File: src/source/bt_bridge_pkg.sv
package bt_bridge_pkg;

	// One UART character, also one sensor sample
	localparam int byte_w = 8;

	// Lane index, enough for up to 8 lanes
	localparam int lane_id_w = 3;

	// One FIFO entry; the identifier goes out on the line first
	typedef struct packed {
		logic [byte_w-1:0] lane_id;
		logic [byte_w-1:0] sample;
	} lane_word_t;

	// Word sequencer, one word in flight at a time
	typedef enum logic [2:0] {
		seq_idle,
		seq_release,
		seq_load,
		seq_send_id,
		seq_gap_id,
		seq_send_sample,
		seq_gap_sample
	} seq_state_e;

	// 8N1 serializer
	typedef enum logic [1:0] {
		uart_idle,
		uart_start_bit,
		uart_data_bits,
		uart_stop_bit
	} uart_state_e;

endpackage

File: src/source/sample_intake.sv
`timescale 1ns/1ps

module sample_intake #(
	parameter int num_lanes = 8
) (
	input  logic                                           clock,
	input  logic                                           reset,
	input  logic [num_lanes-1:0]                           sample_valid,
	input  logic [num_lanes-1:0][bt_bridge_pkg::byte_w-1:0] sample_data,
	input  logic [num_lanes-1:0]                           lane_full,
	output logic [num_lanes-1:0]                           push,
	output bt_bridge_pkg::lane_word_t [num_lanes-1:0]      push_word,
	output logic [num_lanes-1:0]                           overflow
);
	import bt_bridge_pkg::*;

	// A full lane swallows the strobe, the FIFO never sees it
	assign push = sample_valid & ~lane_full;

	// Tag each sample with the index of the lane it came in on
	for (genvar i = 0; i < num_lanes; i++)
	begin : g_frame
		assign push_word[i].lane_id = {{(byte_w - lane_id_w){1'b0}}, lane_id_w'(i)};
		assign push_word[i].sample = sample_data[i];
	end

	// Sticky loss flags, cleared only by reset
	always_ff @(posedge clock or posedge reset)
	begin
		if (reset)
			overflow <= '0;
		else
			overflow <= overflow | (sample_valid & lane_full);
	end

endmodule

File: config.mk
export PLATFORM = sky130hd
export DESIGN_NAME = sample_intake
export DESIGN_NICKNAME = d
export VERILOG_FILES = /design/src/source/bt_bridge_pkg.sv /design/src/source/sample_intake.sv
export SDC_FILE = /design/constraint.sdc
export NUM_CORES = 1
export LEC_CHECK = 0
export BUFFER_PORTS_ARGS = -buffer_cell sky130_fd_sc_hd__buf_2
export CAP_MARGIN = 20
export CORE_AREA = 2 2 88 90
export CTS_CLUSTER_SIZE = 28
export DETAILED_ROUTE_END_ITERATION = 8
export DIE_AREA = 0 0 90 92
export GPL_ROUTABILITY_DRIVEN = 0
export GPL_TIMING_DRIVEN = 0
export PLACE_DENSITY = 0.63
export SETUP_SLACK_MARGIN = 0.05
export SYNTH_ARGS = -nofsm -noshare
export SYNTH_HDL_FRONTEND = slang
export SYNTH_SLANG_ARGS = --single-unit
File: constraint.sdc
create_clock -name clock -period 0.85 [get_ports clock]
set_input_delay 0.1275 -clock clock [delete_from_list [all_inputs] [get_ports clock]]
set_output_delay 0.1275 -clock clock [all_outputs]
set_load 0.01 [all_outputs]
==> flow_metrics.py <==
metrics = {
    "die": {
        "io_pins": 226,
        "core_um2": 7447,
        "die_w_um": 90,
        "initial_core_util_pct": 17.22,
        "die_area_um2": 8280,
        "dieHeight_um": 92,
        "rows": 32,
    },
    "detailed_routing": {
        "dr_wl_met3_um": 442,
        "wl_per_cell_um": 7.009,
        "met2_length_um": 1586,
        "vias": 1170,
        "drtIter0Drc": 8,
        "vias_per_cell": 2.773,
        "top_layer": "met4",
        "finalWirelength_um": 2958,
        "drc": 0,
        "wl_met1_um": 888,
        "ant_nets": 0,
        "drt_first_pass_iters": 4,
    },
    "power_and_ir_drop": {
        "power.density_nw_per_um2": 785.9,
        "p_leak_uw": 0.001371,
        "peakVddDrop_uv": 678.2,
        "p_total_uw": 1725,
    },
    "critical_path": {
        "cp_max_fo": 2,
        "startpoint_type": "register",
        "crit_slowest_cell": "dfrtp_1",
        "crit_path_end_kind": "output pin",
        "path_cells": "buf_2",
        "cp_top_family": "flip-flops",
        "path_class": "reg2out",
        "arrival_ns": 0.75,
        "crit_buf_inv": 1,
        "worst-endpoint-required_ns": 0.72,
        "critPathMaxStageDelay_ns": 0.38,
    },
    "sta": {
        "min_period_ns": 0.8761,
        "period_share_pct": 103.1,
        "setup_ws_ns": -0.02611,
        "fmax_mhz": 1141,
        "holdWs_ns": 0.1169,
        "finClkSkew_ns": 0,
        "report.final.slew_viol_count": 0,
        "timing_hold_violations_final": 0,
        "fin_setup_tns_ns": -0.1036,
        "setup_violations": 8,
        "grt_setup_unrepaired": "true",
    },
    "cells_and_area": {
        "fin_area_um2": 2195,
        "drive_gt1_share_pct": 71.88,
        "top_regs": "overflow x8",
        "post-route-util_pct": 29.47,
        "syn_to_final_growth_pct": 71.12,
        "largest_reg_flops": 8,
        "final_common_cell": "buf_4",
        "layout_common_cells": "buf_4, buf_2, conb_1",
        "diodes": 0,
        "nNetsFinal": 404,
        "regMostFlops": "overflow",
    },
    "global_route": {
        "antenna_found_initial": 0,
        "grt_pass1_vias": 967,
        "grt_max_degree": 9,
        "grt_pass1_wl_um": 4236,
        "gr-total-overflow": 0,
        "grt_util_all_layers_pct": 6.125,
    },
    "logic_synthesis": {
        "syn_avg_cell_area_um2": 8.274,
        "synth_cells": 155,
        "ys_ff_latch": 8,
        "synth_top_area_share_pct": 74.93,
        "yosys.area.top_type": "buf_4",
        "synth_cell_types": 6,
        "synth_seq_area_share_pct": 15.61,
        "syn_area_um2": 1282,
        "yosysWarnings": 0,
        "netlist_top_cells_area": "buf_4, dfrtp_1, a21o_1",
    },
    "place": {
        "port-buffer-count": 97,
        "dp_hpwl_um": 2817,
        "placed_cell_area_um2": 2128,
    },
    "run_status": {
        "status": "finished, violations left",
        "violations": "negative setup slack",
    },
    "cts": {
        "htree_num_levels": 1,
        "cts_resized": 0,
        "cts_tree": "built",
        "cts_root_buf": "clkbuf_8",
        "numCtsBuffers": 3,
        "clk_latency_ns": 0.22,
        "cts_sinks": 8,
        "clk_pin_slew_worst_paths_ns": 0.04,
        "cts_buffer_depth": 2,
    },
    "flow_run": {
        "max-cap-violations": 0,
    },
    "hold_path": {
        "hold_path_class": "in2reg",
    },
}
-- per-stage QoR --
stage          std cells  worst slack (ns)
2_1_floorplan        217            0.1910
3_3_place_gp         416            0.1898
3_5_place_dp         416            0.1948
4_1_cts              421          -0.04008
5_1_grt              422          -0.04968
6_report             422          -0.02611
-- synth_stat cells --
cell     instances
buf_4          128
a21o_1           8
dfrtp_1          8
nor2b_1          8
conb_1           2
inv_1            1
-- path summary, 6_finish.rpt --
check,from,to,slack (ns),cells after the start
worst max-delay path,overflow[7]$_DFF_PP0_,overflow[7],-0.03,1
worst max register to register,overflow[7]$_DFF_PP0_,overflow[7]$_DFF_PP0_,0.09,2
worst min-delay path,sample_valid[7],overflow[7]$_DFF_PP0_,0.12,2
min in group asynchronous,reset,overflow[4]$_DFF_PP0_,0.38,3
worst min register to register,overflow[6]$_DFF_PP0_,overflow[6]$_DFF_PP0_,0.46,1
max in group asynchronous,reset,overflow[6]$_DFF_PP0_,0.25,3
-- routing by layer --
| layer | global-route usage (%) | vias up |
|---|---|---|
| met4 | 3.462 | 0 |
| met2 | 12.09 | 121 |
| li1 | - | 609 |
| met3 | 1.561 | 2 |
| met1 | 5.656 | 438 |
| met5 | 0 | - |
-- cell families after synthesis --
logic type | share of synthesized area [%]
AND/OR/NAND/NOR | 3.903
flip-flops | 15.61
other | 0.5856
AO/OA/AOI/OAI | 4.683
buffers and inverters | 75.22
-- layout make-up --
class / instances / area, um2
clock buffers: 3 / 41.29
plain buffers: 128 / 960.9
well taps: 102 / 127.6
inverters: 1 / 3.754
fillers: 773 / 5253
repair buffers: 100 / 510.5
flip-flops and latches: 8 / 200.2
multi-input cells: 80 / 350.3
-- where the power goes --
group	switching [uW]	internal [uW]	leakage, uW
sequential	0.000422	383	0.0000700
clock	126	305	0.0000216
combinational	383	529	0.00128
total	508	1220	0.00137
-- what timing repair did --
item / CTS / global route
cloned: 0 / 0
buffers inserted: 1 / 1
hold buffers: 1 / 0
endpoints found under the setup margin: 8 / 8
endpoints found under the hold margin: 8 / 0
Note: power is estimated with default switching activity, not from simulation.
