[src/source/bt_bridge_pkg.sv]
package bt_bridge_pkg;

	// One UART character, also one sensor sample
	localparam int byte_w = 8;

	// Lane index, enough for up to 8 lanes
	localparam int lane_id_w = 3;

	// One FIFO entry; the identifier goes out on the line first
	typedef struct packed {
		logic [byte_w-1:0] lane_id;
		logic [byte_w-1:0] sample;
	} lane_word_t;

	// Word sequencer, one word in flight at a time
	typedef enum logic [2:0] {
		seq_idle,
		seq_release,
		seq_load,
		seq_send_id,
		seq_gap_id,
		seq_send_sample,
		seq_gap_sample
	} seq_state_e;

	// 8N1 serializer
	typedef enum logic [1:0] {
		uart_idle,
		uart_start_bit,
		uart_data_bits,
		uart_stop_bit
	} uart_state_e;

endpackage

[src/source/stream_fifo.sv]
`timescale 1ns/1ps

module stream_fifo #(
	parameter int fifo_depth = 4
) (
	input  logic                      clock,
	input  logic                      reset,
	input  logic                      push,
	input  bt_bridge_pkg::lane_word_t push_word,
	input  logic                      pop,
	output bt_bridge_pkg::lane_word_t head_word,
	output logic                      empty,
	output logic                      full
);
	import bt_bridge_pkg::*;

	localparam int addr_w = (fifo_depth > 1) ? $clog2(fifo_depth) : 1;
	localparam int count_w = $clog2(fifo_depth + 1);

	lane_word_t mem [fifo_depth];
	logic [addr_w-1:0] rd_ptr;
	logic [addr_w-1:0] wr_ptr;
	logic [count_w-1:0] count;
	logic do_pop;

	assign do_pop = pop && !empty;
	assign empty = (count == '0);
	assign full = (count == count_w'(fifo_depth));

	// Show-ahead, the head is valid whenever empty is low
	assign head_word = mem[rd_ptr];

	always_ff @(posedge clock)
	begin
		if (push)
			mem[wr_ptr] <= push_word;
	end

	// Pointers wrap on their own since the depth is a power of two
	always_ff @(posedge clock or posedge reset)
	begin
		if (reset)
		begin
			rd_ptr <= '0;
			wr_ptr <= '0;
			count <= '0;
		end
		else
		begin
			if (push)
				wr_ptr <= wr_ptr + 1'b1;
			if (do_pop)
				rd_ptr <= rd_ptr + 1'b1;
			case ({push, do_pop})
				2'b10: count <= count + 1'b1;
				2'b01: count <= count - 1'b1;
				default: count <= count;
			endcase
		end
	end

endmodule

[config.mk]
export PLATFORM = sky130hd
export DESIGN_NAME = stream_fifo
export DESIGN_NICKNAME = d
export VERILOG_FILES = /design/src/source/bt_bridge_pkg.sv /design/src/source/stream_fifo.sv
export SDC_FILE = /design/constraint.sdc
export NUM_CORES = 1
export LEC_CHECK = 0
export ABC_AREA = 1
export ABC_CLOCK_PERIOD_IN_PS = 2000
export BUFFER_PORTS_ARGS = -buffer_cell sky130_fd_sc_hd__buf_2
export CAP_MARGIN = 15
export CORE_MARGIN = 4
export CORE_UTILIZATION = 29
export DETAILED_ROUTE_END_ITERATION = 16
export GPL_ROUTABILITY_DRIVEN = 0
export PLACE_DENSITY_LB_ADDON = 0.05
export SYNTH_ARGS = -nofsm -noshare
export SYNTH_HDL_FRONTEND = slang
export SYNTH_SLANG_ARGS = --single-unit
export TNS_END_PERCENT = 5
[constraint.sdc]
create_clock -name clock -period 2 [get_ports clock]
set_input_delay 0.4 -clock clock [delete_from_list [all_inputs] [get_ports clock]]
set_output_delay 0.4 -clock clock [all_outputs]
set_load 0.005 [all_outputs]
==> run_results.csv <==
group,metric,value,unit
logic_synthesis,synth_area_leaders,"edfxtp_1 64%, nand2_1 8.1%, o211ai_1 7.5%",
cells_and_area,area.growth.synth_to_final,20.5,%
cells_and_area,drive_above_1_share,21.5,%
floorplanning,die_h,110,microns
floorplanning,coreArea,9950,sq um
global_routing,grt_max_degree,38,
drt,drt_iter0_markers,57,
critical_path,crit_type,"flip-flop to primary output",
floorplanning,die_area,12100,sq um
power_and_ir_drop,power_leakage,0.00157,uW
critical_path,cp_max_fo,28,
power_and_ir_drop,power.total,5130,uW
logic_synthesis,yosysMostFrequentCell,"nand2_1",
clock_network,clk_pin_slew_worst_paths,0.07,ns
global_routing,grt-ovfl-total,0,
clock_network,cts.root.buffer_cell,"clkbuf_8",
cells_and_area,fillerInstances,976,
cells_and_area,fin_nets,319,
timing,fmax,0.545,GHz
logic_synthesis,netlist.area_leader.share,63.7,%
timing,timing.final.ws_setup,0.167,ns
floorplanning,floorplan.initialDensity,30.3,%
clock_network,clk_latency,0.34,ns
logic_synthesis,seq_area_frac_synth,69.5,%
logic_synthesis,synth_flop_cell,"edfxtp_1",
timing,fin_setup_tns,0,ns
critical_path,end_kind,"primary output",
logic_synthesis,synth.avg_cell_area,12.3,sq um
timing,skew,0.00614,ns
clock_network,max-clock-path-buffers,2,
floorplanning,core.rowCount,36,
critical_path,start_kind,"flip-flop",
clock_network,cts_sinks,71,
logic_synthesis,synth_edf_count,64,
critical_path,cp.required,1.60,ns
logic_synthesis,synth_area_leader_cell,"edfxtp_1",
cells_and_area,stdcell_area,3640,sq um
place,hpwl,3.71,mm
power_and_ir_drop,ir_drop,0.441,mV
timing,fin_crit_sh,91.7,%
drt,routed_wl,5.78,mm
clock_network,ctsHtreeMaxLevel,3,
clock_network,cts_buffers,9,
job,maxCapViolCount,0,
status,status,"complete, no violations",
timing,slew_violations,0,
critical_path,cp.arrival,1.43,ns
logic_synthesis,syn-num-nets,272,
logic_synthesis,syn_area,3020,sq um
place,dpl_cell_area,3380,sq um
timing,period_needed,1.83,ns
worst_hold_path,hp-class,"input port to flip-flop",
global_routing,grt_pass1_vias,1809,
floorplanning,die_x,110,microns
timing,slew_headroom,74.1,%
global_routing,grt_usage,10.6,%
timing,hold_ws,0.277,ns
drt,num_vias,1783,
drt,wl_per_cell,13.4,microns
place,port_buffers,37,
timing,tightest_slew,0.389,ns
cells_and_area,diodes,0,
logic_synthesis,async_reset_ff_share,9.86,%
floorplanning,io_pins,38,
global_routing,grt_pass1_wl,9.26,mm
logic_synthesis,ys_ff_latch,71,
logic_synthesis,yosysWarningCount,0,
place,place_ws,0.247,ns
drt,dr.pass1.iters,4,
power_and_ir_drop,powerDensity,1410,nW/um^2
timing,final-setup-viol-count,0,
drt,ant_nets,0,
logic_synthesis,synth_cell_type_count,19,
drt,drt-vias-per-instance,4.14,
clock_network,tritoncts,"done",
timing,hold_violations,0,
critical_path,regToRegSetupSlack,0.32,ns
drt,drc,0,
clock_network,cts_setup_buffers,0,
global_routing,antenna_found_initial,0,
logic_synthesis,synth_commonest_cells,"65 x nand2_1, 64 x edfxtp_1, 49 x inv_1",
logic_synthesis,postSynthCellCount,246,
timing,rsz0062_at_grt,"false",
-- worst max-delay path, cell delays in order, from the launching register on --
cell,delay (ns)
dfrtp_1,0.41
inv_2,0.10
buf_8,0.20
nand2_1,0.08
o211ai_1,0.08
nand2_1,0.10
buf_2,0.14
-- stage by stage --
step	instances	util (%)
3_3_place_gp	414	34.0
3_5_place_dp	414	34.0
2_1_floorplan	246	-
4_1_cts	431	36.4
6_report	431	36.5
5_1_grt	431	36.5
-- layer usage --
layer	share of wire, %	track usage, %
met3	5.2	3.38
met5	0	0
met2	47	17.6
met4	1.3	4.81
met1	47	12.6
-- flip-flops by register name, indices dropped and copies added, names as in the netlist --
register and flops:
count 3, mem 64, rd_ptr 2, wr_ptr 2
-- final timing paths --
path	start	end	cells past startpoint
setup reg to reg	count[0]$_DFFE_PP0P_	count[2]$_DFFE_PP0P_	11
hold / removal	push_word[3]	mem[1][3]$_DFFE_PP_	1
hold reg to reg	count[2]$_DFFE_PP0P_	count[2]$_DFFE_PP0P_	2
setup / recovery	rd_ptr[0]$_DFFE_PP0P_	head_word[6]	6
min in group asynchronous	reset	count[0]$_DFFE_PP0P_	3
max in group asynchronous	reset	rd_ptr[1]$_DFFE_PP0P_	3
-- kinds of logic (layout without fill, tap and decap cells) --
logic type | Yosys count | count (layout) | synth area share [%]
AO/OA/AOI/OAI | 34 | 34 | 8.62
AND/OR/NAND/NOR | 71 | 71 | 9.12
flip-flops | 71 | 71 | 69.5
buffers and inverters | 62 | 114 | 9.49
XOR/XNOR | 2 | 2 | 0.580
adder cells (fa/ha/maj) | 6 | 6 | 2.74
-- final cells by class --
type	instances	area (sq um)	share of cell area [%]
flip-flops and latches	71	2100	57.7
clock inverters	7	110	3.03
well taps	133	166	4.58
multi-input cells	113	641	17.6
inverters	51	191	5.26
repair buffers	47	308	8.46
clock buffers	9	124	3.41
-- where the power goes --
group / switching, uW / internal, uW / leakage (uW) / total (uW)
Sequential: 98.9 / 1960 / 0.000672 / 2060
Combinational: 1060 / 682 / 0.000784 / 1740
Clock: 511 / 820 / 0.000116 / 1330
-- cell usage in the layout, fill, tap and decap left out, drive strengths merged, types with 2 or more instances in the layout --
master,count
buf,46
bufinv,3
clkbuf,9
clkinv,3
dfrtp,7
edfxtp,64
ha,5
inv,52
nand2,65
nand3,4
o211ai,32
o21ai,2
-- repair_timing --
| item | CTS | global route |
|---|---|---|
| gates resized for setup | 0 | 3 |
| setup endpoints to repair | 0 | 8 |
| endpoints found under the hold margin | 7 | 0 |
| hold buffers | 1 | 0 |
No activity file was read; power rests on OpenSTA's default activity.
