## src/source/bt_bridge_pkg.sv

```systemverilog
package bt_bridge_pkg;

	// One UART character, also one sensor sample
	localparam int byte_w = 8;

	// Lane index, enough for up to 8 lanes
	localparam int lane_id_w = 3;

	// One FIFO entry; the identifier goes out on the line first
	typedef struct packed {
		logic [byte_w-1:0] lane_id;
		logic [byte_w-1:0] sample;
	} lane_word_t;

	// Word sequencer, one word in flight at a time
	typedef enum logic [2:0] {
		seq_idle,
		seq_release,
		seq_load,
		seq_send_id,
		seq_gap_id,
		seq_send_sample,
		seq_gap_sample
	} seq_state_e;

	// 8N1 serializer
	typedef enum logic [1:0] {
		uart_idle,
		uart_start_bit,
		uart_data_bits,
		uart_stop_bit
	} uart_state_e;

endpackage

```

## src/source/char_sequencer.sv

```systemverilog
`timescale 1ns/1ps

module char_sequencer #(
	parameter int char_gap = 3
) (
	input  logic                             clock,
	input  logic                             reset,
	input  logic                             send_enable,
	input  logic                             have_word,
	input  bt_bridge_pkg::lane_word_t        word,
	output logic                             pop_req,
	output logic                             tx_start,
	output logic [bt_bridge_pkg::byte_w-1:0] tx_char,
	input  logic                             tx_done,
	output logic                             busy
);
	import bt_bridge_pkg::*;

	localparam int gap_w = (char_gap > 1) ? $clog2(char_gap) : 1;

	seq_state_e state;
	seq_state_e state_next;
	lane_word_t held;
	logic [gap_w-1:0] gap_count;
	logic gap_done;
	logic in_gap;
	logic enter_send;

	assign in_gap = (state == seq_gap_id) || (state == seq_gap_sample);
	assign gap_done = (gap_count == gap_w'(char_gap - 1));

	// Pop only if the lane is still there when release comes around
	assign pop_req = (state == seq_release) && have_word;
	assign busy = (state != seq_idle);

	// Identifier first, then the sample
	assign tx_char = (state == seq_send_sample) ? held.sample : held.lane_id;

	always_comb
	begin
		state_next = state;
		case (state)
			seq_idle:
			begin
				// send_enable only matters here, a popped word always finishes
				if (send_enable && have_word)
					state_next = seq_release;
			end
			seq_release:
			begin
				if (have_word)
					state_next = seq_load;
				else
					state_next = seq_idle;
			end
			seq_load:
			begin
				state_next = seq_send_id;
			end
			seq_send_id:
			begin
				if (tx_done)
					state_next = seq_gap_id;
			end
			seq_gap_id:
			begin
				if (gap_done)
					state_next = seq_send_sample;
			end
			seq_send_sample:
			begin
				if (tx_done)
					state_next = seq_gap_sample;
			end
			seq_gap_sample:
			begin
				if (gap_done)
					state_next = seq_idle;
			end
			default:
			begin
				state_next = seq_idle;
			end
		endcase
	end

	// Start pulse in the first cycle of each send state
	assign enter_send = ((state_next == seq_send_id) && (state != seq_send_id)) ||
		((state_next == seq_send_sample) && (state != seq_send_sample));

	always_ff @(posedge clock or posedge reset)
	begin
		if (reset)
		begin
			state <= seq_idle;
			tx_start <= 1'b0;
			gap_count <= '0;
		end
		else
		begin
			state <= state_next;
			tx_start <= enter_send;
			// Counts idle line cycles after each character
			if (in_gap && !gap_done)
				gap_count <= gap_count + 1'b1;
			else
				gap_count <= '0;
		end
	end

	// Word is held so the lane head can move on underneath
	always_ff @(posedge clock)
	begin
		if (pop_req)
			held <= word;
	end

endmodule

```

## config.mk

```make
export PLATFORM = sky130hd
export DESIGN_NAME = char_sequencer
export DESIGN_NICKNAME = d
export VERILOG_FILES = /design/src/source/bt_bridge_pkg.sv /design/src/source/char_sequencer.sv
export SDC_FILE = /design/constraint.sdc
export NUM_CORES = 1
export LEC_CHECK = 0
export ABC_AREA = 1
export ABC_CLOCK_PERIOD_IN_PS = 2100
export BUFFER_PORTS_ARGS = -buffer_cell sky130_fd_sc_hd__clkbuf_2
export CAP_MARGIN = 20
export CORE_MARGIN = 3
export CORE_UTILIZATION = 25
export DETAILED_ROUTE_END_ITERATION = 8
export GPL_TIMING_DRIVEN = 1
export PLACE_DENSITY_LB_ADDON = 0.3
export SYNTH_ARGS = -nofsm -noshare
export SYNTH_HDL_FRONTEND = slang
export SYNTH_SLANG_ARGS = --single-unit
```

## constraint.sdc

```tcl
create_clock -name clock -period 2.1 [get_ports clock]
set_clock_uncertainty 0.2 [all_clocks]
set_input_delay 0.105 -clock clock [delete_from_list [all_inputs] [get_ports clock]]
set_output_delay 0.105 -clock clock [all_outputs]
set_load 0.005 [all_outputs]
```

==> PnR_summary.wiki <==
{| class="wikitable"
! Metric !! Value
|-
| Endpoint of the lowest-slack register-to-register path || held[13]
|-
| Number of global-route vias before repair || 625
|-
| Clk_lat worst skew || 0.25 ns
|-
| Number of detailed-route iterations in the first pass || 4
|-
| Placed cells || 160
|-
| CP arrival || 1.41 ns
|-
| Layout area overhead || 49.4%
|-
| Minimum setup slack after placement || 0.586 ns
|-
| Maximum number of pins on one net before global-route repair || 18
|-
| Critical path endpoint category || primary output
|-
| Post-Route WL || 1740 um
|-
| Commonest cells in the netlist || 17 x nand2_1, 16 x edfxtp_1, 14 x inv_1
|-
| DIE HEIGHT || 68.0 um
|-
| Leakage power of the design || 0.670 nW
|-
| Worst slew slack as a fraction of its limit || 0.801
|-
| Final setup viols || 0
|-
| Total GRT Usage || 0.0801
|-
| Summed negative setup slack over all endpoints || 0 ns
|-
| Sinks on the clock net || 22
|-
| Maximum clock path buffer count || 2
|-
| Antenna cell count || 0
|-
| Starting density of the core || 0.273
|-
| Type of element launching the critical path || register
|-
| Number of vias after detailed routing || 727
|-
| HPWL after detailed placement || 1320 um
|-
| Post-route ant nets || 0
|-
| Net count of the finished layout || 161
|-
| Worst hold-check path type || in -> async
|-
| Most numerous cell in the Yosys netlist || nand2_1
|-
| Setup repair after global routing missed its margin || no
|-
| Top-area cell type share of the netlist area || 0.499
|-
| Port Buffers || 31
|-
| Worst vdd rail ir drop || 550 uV
|-
| Antenna violations before repair || 0
|-
| Via density per instance || 3.95
|-
| Flop2flop setup slack || 0.59 ns
|-
| Max-capacitance violation count || 0
|-
| WP data required || 1.79 ns
|-
| H-tree Lvls || 1
|-
| CP max FO || 17
|-
| Post-layout instance count excluding filler cells || 184
|-
| Source of the worst register-to-register timing path || state[0]
|-
| CP startpoint || state[0]
|-
| Number of distinct library cells after synthesis || 16
|-
| Sequential element share of the synthesized area || 0.655
|-
| Clk pin slew, worst setup/hold paths || 0.07 ns
|-
| Post CTS Setup Buffer Count || 0
|-
| Number of buffers inserted during clock tree synthesis || 3
|-
| Synthesis-stage register bit count || 22
|-
| Transition at the pin with the smallest max-transition slack || 0.298 ns
|-
| Root buffer cell || clkbuf_8
|-
| Dominant cells by area after synthesis || edfxtp_1 50%, dfrtp_1 16%, o21ai_2 7.3%
|-
| Peak Freq || 583 MHz
|-
| Area of the mapped netlist || 962 sq um
|-
| Result of the run || finished clean
|-
| Depth of the most critical reg-to-reg path || 5
|-
| Power per standard cell area || 992 nW/um^2
|-
| Number of I/O pins || 32
|-
| Worst setup path category || reg -> out
|-
| Cell row count || 21
|-
| Cell accounting for the most synthesized area || edfxtp_1
|-
| Main flop type after synthesis || edfxtp_1
|-
| Proportion of synthesized flip-flops having asynchronous set or reset || 0.273
|-
| Ratio of cells with drive above 1 in the final layout || 0.362
|-
| Final hold viol count || 0
|-
| Number of pins with negative max-slew slack in the final report || 0
|-
| Post-DR wirelength/cell || 9.43 um
|-
| TritonCTS clock tree || yes
|-
| Minimum period implied by the final worst setup slack || 1.72 ns
|-
| Synthesized instance count || 84
|-
| Average footprint of a synthesized cell || 11.5 sq um
|-
| Total nets after synthesis || 106
|-
| Number of design rule violations left after detail routing || 0
|-
| Yosys warning count || 0
|-
| First-pass GRT wire length || 2720 um
|-
| Placer's final routability congestion estimate || 0.772
|-
| Core box area || 3520 sq um
|-
| Number of enable-type register cells in the synthesized netlist || 16
|-
| Die footprint || 4630 sq um
|-
| Portion of the clock cycle consumed by the worst path in the final layout || 0.817
|-
| Capturing element of the worst setup path || pop_req
|-
| Die width || 68.0 um
|-
| Initial DRC count || 22
|-
| Congestion Overflow GR || 0
|-
| Setup slack of the critical path after layout || 0.385 ns
|}
-- logic make-up after synthesis --
kind of cell,count (synthesis),share of synthesized area
flip-flops,22,0.655
buffers and inverters,18,0.0793
AO/OA/AOI/OAI,9,0.0806
AND/OR/NAND/NOR,34,0.172
adder cells (fa/ha/maj),1,0.0130
-- how the worst min path moves through the flow --
stage               startpoint            to  slack [ns]  cells after the start
CTS                      reset      state[2]         0.1                      3
finish                   reset  gap_count[1]        0.10                      3
global placement         reset  gap_count[0]       -0.19                      2
global route             reset      state[2]        0.12                      3
detailed placement       reset      state[2]       -0.18                      2
floorplan                reset  gap_count[0]       -0.30                      1
-- critical path: stages (launching register included) --
cell and delay [ns]:
dfrtp_1 0.52, nand2_1 0.09, inv_1 0.06, nand2_1 0.06, inv_1 0.05, buf_4 0.22, clkbuf_2 0.15
-- registers in the layout (all words and copies together) (netlist names) --
name       cells
gap_count      2
held          16
state          3
tx_start       1
-- area by class of cell --
class	instances	area, sq um
clock inverter	1	30.0
clock buffer	3	41.3
inverter	16	60.1
timing repair buffer	52	363
fill	357	2080
sequential	22	631
multi-input combinational	44	255
tap	46	57.6
-- per-layer routing --
layer  vias to the layer above  share of wire  global-route usage
met5                         -              0                   0
met4                         0              0              0.0149
met3                         0          0.057              0.0296
met2                        21           0.50               0.136
met1                       323           0.44              0.0974
li1                        383              -                   -
-- power breakdown --
part           total (W)  leakage [nW]  switching [W]  internal [W]
Sequential      0.000603         0.220      0.0000658      0.000537
Combinational   0.000442         0.414       0.000249      0.000193
Clock           0.000381        0.0357       0.000127      0.000254
Total            0.00143         0.670       0.000442      0.000985
-- placed cells by master, fill, tap and decap left out --
master         Yosys  layout
inv_1             14      14
nor2_2             1       1
nor2_1             5       5
nand3_1            3       3
clkbuf_2           0      31
dfrtp_1            6       6
nand3_4            1       1
buf_4              0       1
nand2_1           17      17
ha_1               1       1
clkbuf_8           0       3
edfxtp_1          16      16
inv_2              2       2
bufinv_16          0       1
dlygate4sd3_1      0      20
o21ai_2            8       8
o211ai_1           1       1
nand4_1            5       5
nand2_2            2       2
-- stage by stage --
stage	hold WS [ns]	utilization	instance area, sq um	total power, W
2_1_floorplan	-0.304	-	962	0.000906
3_3_place_gp	-0.188	0.331	1170	0.00102
3_5_place_dp	-0.178	0.331	1170	0.00104
4_1_cts	0.0954	0.408	1440	0.00146
5_1_grt	0.119	0.408	1440	0.00154
6_report	0.101	0.408	1440	0.00143
-- what timing repair did --
item | in CTS | in global routing
hold buffers | 20 | 0
hold endpoints to repair | 25 | 0
resized for setup | 0 | 0
No activity file was read; power rests on OpenSTA's default activity.
