## config.mk

```make
export PLATFORM = sky130hd
export DESIGN_NAME = uart_tx
export DESIGN_NICKNAME = d
export VERILOG_FILES = /design/src/source/bt_bridge_pkg.sv /design/src/source/uart_tx.sv
export SDC_FILE = /design/constraint.sdc
export NUM_CORES = 1
export LEC_CHECK = 0
export BUFFER_PORTS_ARGS = -buffer_cell sky130_fd_sc_hd__buf_2
export CORE_MARGIN = 4
export CORE_UTILIZATION = 50
export CTS_CLUSTER_DIAMETER = 30
export DETAILED_ROUTE_END_ITERATION = 6
export PLACE_DENSITY = 0.79
export SKIP_LAST_GASP = 1
export SLEW_MARGIN = 30
export SYNTH_ARGS = -nofsm -noshare
export SYNTH_HDL_FRONTEND = slang
export SYNTH_SLANG_ARGS = --single-unit
```

## constraint.sdc

```tcl
create_clock -name clock -period 1.7 [get_ports clock]
set_input_delay 0 -clock clock [delete_from_list [all_inputs] [get_ports clock]]
set_output_delay 0 -clock clock [all_outputs]
set_load 0.05 [all_outputs]
```

## src/source/bt_bridge_pkg.sv

```systemverilog
package bt_bridge_pkg;

	// One UART character, also one sensor sample
	localparam int byte_w = 8;

	// Lane index, enough for up to 8 lanes
	localparam int lane_id_w = 3;

	// One FIFO entry; the identifier goes out on the line first
	typedef struct packed {
		logic [byte_w-1:0] lane_id;
		logic [byte_w-1:0] sample;
	} lane_word_t;

	// Word sequencer, one word in flight at a time
	typedef enum logic [2:0] {
		seq_idle,
		seq_release,
		seq_load,
		seq_send_id,
		seq_gap_id,
		seq_send_sample,
		seq_gap_sample
	} seq_state_e;

	// 8N1 serializer
	typedef enum logic [1:0] {
		uart_idle,
		uart_start_bit,
		uart_data_bits,
		uart_stop_bit
	} uart_state_e;

endpackage

```

## src/source/uart_tx.sv

```systemverilog
`timescale 1ns/1ps

module uart_tx #(
	parameter int cycles_per_bit = 4
) (
	input  logic                             clock,
	input  logic                             reset,
	input  logic                             start,
	input  logic [bt_bridge_pkg::byte_w-1:0] char_in,
	output logic                             txd,
	output logic                             done
);
	import bt_bridge_pkg::*;

	localparam int count_w = (cycles_per_bit > 1) ? $clog2(cycles_per_bit) : 1;
	localparam int index_w = $clog2(byte_w);

	uart_state_e state;
	logic [count_w-1:0] bit_count;
	logic [index_w-1:0] bit_index;
	logic [byte_w-1:0] shift;
	logic bit_end;

	assign bit_end = (bit_count == count_w'(cycles_per_bit - 1));

	// Last cycle of the stop bit
	assign done = (state == uart_stop_bit) && bit_end;

	always_comb
	begin
		case (state)
			uart_start_bit: txd = 1'b0;
			uart_data_bits: txd = shift[0];
			default: txd = 1'b1;
		endcase
	end

	always_ff @(posedge clock or posedge reset)
	begin
		if (reset)
		begin
			state <= uart_idle;
			bit_count <= '0;
			bit_index <= '0;
		end
		else
		begin
			if (state == uart_idle || bit_end)
				bit_count <= '0;
			else
				bit_count <= bit_count + 1'b1;

			case (state)
				uart_idle:
				begin
					// start is dropped while a frame is on the line
					if (start)
						state <= uart_start_bit;
				end
				uart_start_bit:
				begin
					if (bit_end)
					begin
						state <= uart_data_bits;
						bit_index <= '0;
					end
				end
				uart_data_bits:
				begin
					if (bit_end)
					begin
						bit_index <= bit_index + 1'b1;
						if (bit_index == index_w'(byte_w - 1))
							state <= uart_stop_bit;
					end
				end
				uart_stop_bit:
				begin
					if (bit_end)
						state <= uart_idle;
				end
				default:
				begin
					state <= uart_idle;
				end
			endcase
		end
	end

	// LSB first
	always_ff @(posedge clock)
	begin
		if (state == uart_idle && start)
			shift <= char_in;
		else if (state == uart_data_bits && bit_end)
			shift <= shift >> 1;
	end

endmodule

```

==> impl_metrics.csv <==
group,metric,value,unit
place,place_hpwl,995,um
floorplanning,horiz_die_dim,47.5,um
job,timing.max_cap.violations,0,
logic_synthesis,post_synth_inst_count,60,
place,dp_worst_slack,0.0457,ns
power_and_ir_drop,ir_drop,0.000811,V
cts,cts-buffers-inserted,3,
setup_path,crit-reg2reg-launch,"state[1]$_DFFE_PP0P_",
setup_path,path_class,"reg2out",
place,gpl.final_weighted_congestion,0.664,
sta,slew_limit_headroom,0.767,
logic_synthesis,yosys.area.top_type,"sky130_fd_sc_hd__edfxtp_1",
global_route,grt.overflow.total,0,
routing,detail_route.wirelength,1320,um
setup_path,start_kind,"flip-flop",
routing,detail_route.iter0.violations,5,
routing,dr.pass1.iters,3,
logic_synthesis,synth.yosys.seq_area_share,0.534,
setup_path,critical-path-max-stage-delay,0.40,ns
global_route,grt_pass1_vias,463,
cts,cts.reportedPaths.clkPinSlew,0.09,ns
setup_path,cp-end-kind,"primary output",
worst_hold_path,holdCritPathClass,"in2reg",
setup_path,critPathMaxFanout,5,
sta,final_period_minus_worst_setup_slack,1.64,ns
sta,finalSetupViolCount,0,
routing,number_of_nets_still_failing_antenna_checks_after_routing,0,
cts,root_buffer,"sky130_fd_sc_hd__clkbuf_4",
power_and_ir_drop,totalPowerFinal,1540,uW
layout,final_layout_size_suffix_gt1_frac,0.390,
floorplanning,die_area,2250,um2
routing,detail_route.vias_per_cell,4.88,
setup_path,worst_ep_arrival_time,1.64,ns
place,buffer_ports.inserted,12,
sta,fmax,611,MHz
layout,final_cells,97,
floorplanning,die_height,47.5,um
logic_synthesis,number_of_register_bits_inferred_by_synthesis,15,
floorplanning,core_region_area,1380,um2
worst_hold_path,worst_hold_startpoint,"char_in[5]",
routing,drt_drc_violations_left,0,
global_route,grt_start_max_net_pins,10,
setup_path,critical_path.most_common_cell,"sky130_fd_sc_hd__buf_4",
cts,tritoncts_num_sinks,15,
status,outcome,"completed",
layout,diodes,0,
setup_path,cp_data_required_time,1.70,ns
logic_synthesis,mappedNetlistArea,778,um2
sta,min_period_over_period,0.963,
place,placed_cells_incl_taps,91,
floorplanning,floorplan.initialDensity,0.563,
routing,detail_route.wl_per_cell,13.6,um
layout,area_growth_syn_to_layout,20.4,%
setup_path,cp_cell_sequence,"inv_1, buf_4, ha_1, buf_4, mux2i_1, buf_4",
setup_path,crit_path_top_delay_cell,"sky130_fd_sc_hd__dfrtp_1",
logic_synthesis,synth_nets,80,
sta,clock-skew-final,0.00178,ns
setup_path,crit_start,"state[0]$_DFFE_PP0P_",
routing,vias,473,
sta,slew_viol_final,0,
cts,tritoncts,"yes",
global_route,number_of_antenna_violations_at_the_first_check_in_global_routing,0,
layout,fillerInstances,107,
cts,clock_latency,0.28,ns
cts,clock_tree.htree_level_count,1,
cts,clock_tree.buffer_depth,2,
layout,fin_area,937,um2
sta,timing_hold_violations_final,0,
logic_synthesis,syn-mean-instance-area,13.0,um2
global_route,grt_use_total,0.136,
logic_synthesis,leading_post_synthesis_cells_by_cell_area,"sky130_fd_sc_hd__edfxtp_1, sky130_fd_sc_hd__dfrtp_1, sky130_fd_sc_hd__ha_1",
logic_synthesis,synth-warning-count,0,
logic_synthesis,yosys.area.top_type_share,0.309,
sta,worst_pin_slew,0.349,ns
sta,final.setup.worst_slack,0.0626,ns
place,dpl_cell_area,887,um2
layout,finalNetCount,103,
logic_synthesis,yosysUniqueCellTypes,18,
floorplanning,fp-row-count,13,
power_and_ir_drop,cell_pwr_density,1640,nW/um2
power_and_ir_drop,leakagePower,0.000449,uW
floorplanning,count_of_pins_on_the_block_boundary,13,
global_route,wire_length_of_the_first_global_routing_pass,2040,um
==> synth_stat cells <==
cell type,count
sky130_fd_sc_hd__dfrtp_1,7
sky130_fd_sc_hd__or2b_1,1
sky130_fd_sc_hd__nor3_1,1
sky130_fd_sc_hd__and2_1,1
sky130_fd_sc_hd__edfxtp_1,8
sky130_fd_sc_hd__nand2_1,8
sky130_fd_sc_hd__mux2_4,1
sky130_fd_sc_hd__nor2_1,1
sky130_fd_sc_hd__mux2i_1,2
sky130_fd_sc_hd__nor3b_1,1
sky130_fd_sc_hd__o21ai_0,4
sky130_fd_sc_hd__o221ai_2,1
sky130_fd_sc_hd__inv_1,5
sky130_fd_sc_hd__nand2b_1,1
sky130_fd_sc_hd__and3_1,1
sky130_fd_sc_hd__ha_1,9
sky130_fd_sc_hd__nor3_2,1
sky130_fd_sc_hd__mux2_2,7
==> registers in the layout (all words and copies together), names as in the netlist <==
signal,count
shift,8
bit_index,3
bit_count,2
state,2
==> worst paths after layout <==
kind                            depth (start not counted)  slack [ns]                        to
worst min register to register                          1        0.45    bit_count[0]$_DFF_PP0_
min in group asynchronous                               3        0.19  bit_index[2]$_DFFE_PP0P_
worst max-delay path                                    6        0.06                       txd
max in group asynchronous                               3        1.30      state[0]$_DFFE_PP0P_
worst min-delay path                                    2        0.02        shift[5]$_DFFE_PP_
worst max register to register                          4        0.10        shift[6]$_DFFE_PP_
==> layout by cell type (no fill, tap or decap) <==
cell and n:
sky130_fd_sc_hd__buf_2 11, sky130_fd_sc_hd__ha_1 9, sky130_fd_sc_hd__edfxtp_1 8, sky130_fd_sc_hd__nand2_1 7, sky130_fd_sc_hd__mux2_2 7, sky130_fd_sc_hd__dfrtp_1 7, sky130_fd_sc_hd__buf_4 6, sky130_fd_sc_hd__inv_1 5
sky130_fd_sc_hd__o21ai_0 4, sky130_fd_sc_hd__clkbuf_4 3, sky130_fd_sc_hd__mux2i_1 2, sky130_fd_sc_hd__nor2_1 1, sky130_fd_sc_hd__nor3_2 1, sky130_fd_sc_hd__nand2b_1 1, sky130_fd_sc_hd__o221ai_2 1, sky130_fd_sc_hd__or2b_1 1
sky130_fd_sc_hd__nor3_1 1, sky130_fd_sc_hd__nand2_2 1, sky130_fd_sc_hd__and2_1 1, sky130_fd_sc_hd__nor3b_1 1, sky130_fd_sc_hd__and3_1 1, sky130_fd_sc_hd__mux2_4 1, sky130_fd_sc_hd__clkinv_2 1, sky130_fd_sc_hd__dlygate4sd3_1 1
==> metrics by stage <==
step | utilization | setup TNS, ns | hold slack, ns
floorplan | - | 0 | -0.197
global placement | 0.642 | 0 | -0.0554
detailed placement | 0.642 | 0 | -0.0440
CTS | 0.669 | 0 | 0.0105
global route | 0.678 | -0.00156 | 0.00405
finish | 0.678 | 0 | 0.0171
==> what timing repair did <==
| action | in CTS | in global routing |
|---|---|---|
| hold buffers | 1 | 0 |
| hold endpoints to repair | 7 | 0 |
| resized for setup | 0 | 3 |
| buffers inserted | 0 | 1 |
| setup endpoints to repair | 0 | 10 |
==> cells by family (layout without fill, tap and decap cells) <==
kind of cell | Yosys count | in the layout | synth area share
AO/OA/AOI/OAI | 5 | 5 | 0.0450
adder cells (fa/ha/maj) | 9 | 9 | 0.145
buffers and inverters | 5 | 27 | 0.0241
flip-flops | 15 | 15 | 0.534
multiplexers | 10 | 10 | 0.146
AND/OR/NAND/NOR | 16 | 16 | 0.106
==> worst max-delay path, delay by kind of cell, from the launching register on <==
kind / cells / cell delay [ns]
adders and majority gates: 1 / 0.19
buffers and inverters: 4 / 0.59
DFF: 1 / 0.40
muxes: 1 / 0.19
==> power breakdown <==
group | switching (uW) | total, uW | internal [uW]
logic | 402 | 763 | 362
registers | 41.4 | 570 | 529
clock network | 115 | 203 | 87.2
==> layout make-up <==
| type | instances | area [um2] | area share |
|---|---|---|---|
| clock buffer | 3 | 22.5 | 0.0240 |
| clock inverter | 1 | 5.00 | 0.00534 |
| tap | 15 | 18.8 | 0.0200 |
| sequential | 15 | 415 | 0.443 |
| inverter | 5 | 18.8 | 0.0200 |
| multi-input combinational | 40 | 347 | 0.370 |
| timing repair buffer | 18 | 110 | 0.117 |
==> per-layer routing <==
metal	part of all wire	up-vias	GRT usage
met5	0	-	0
met4	0	0	0.0773
met3	0.040	0	0.0376
met2	0.47	5	0.198
met1	0.49	213	0.181
li1	-	255	-
(Power assumes the default switching activity.)
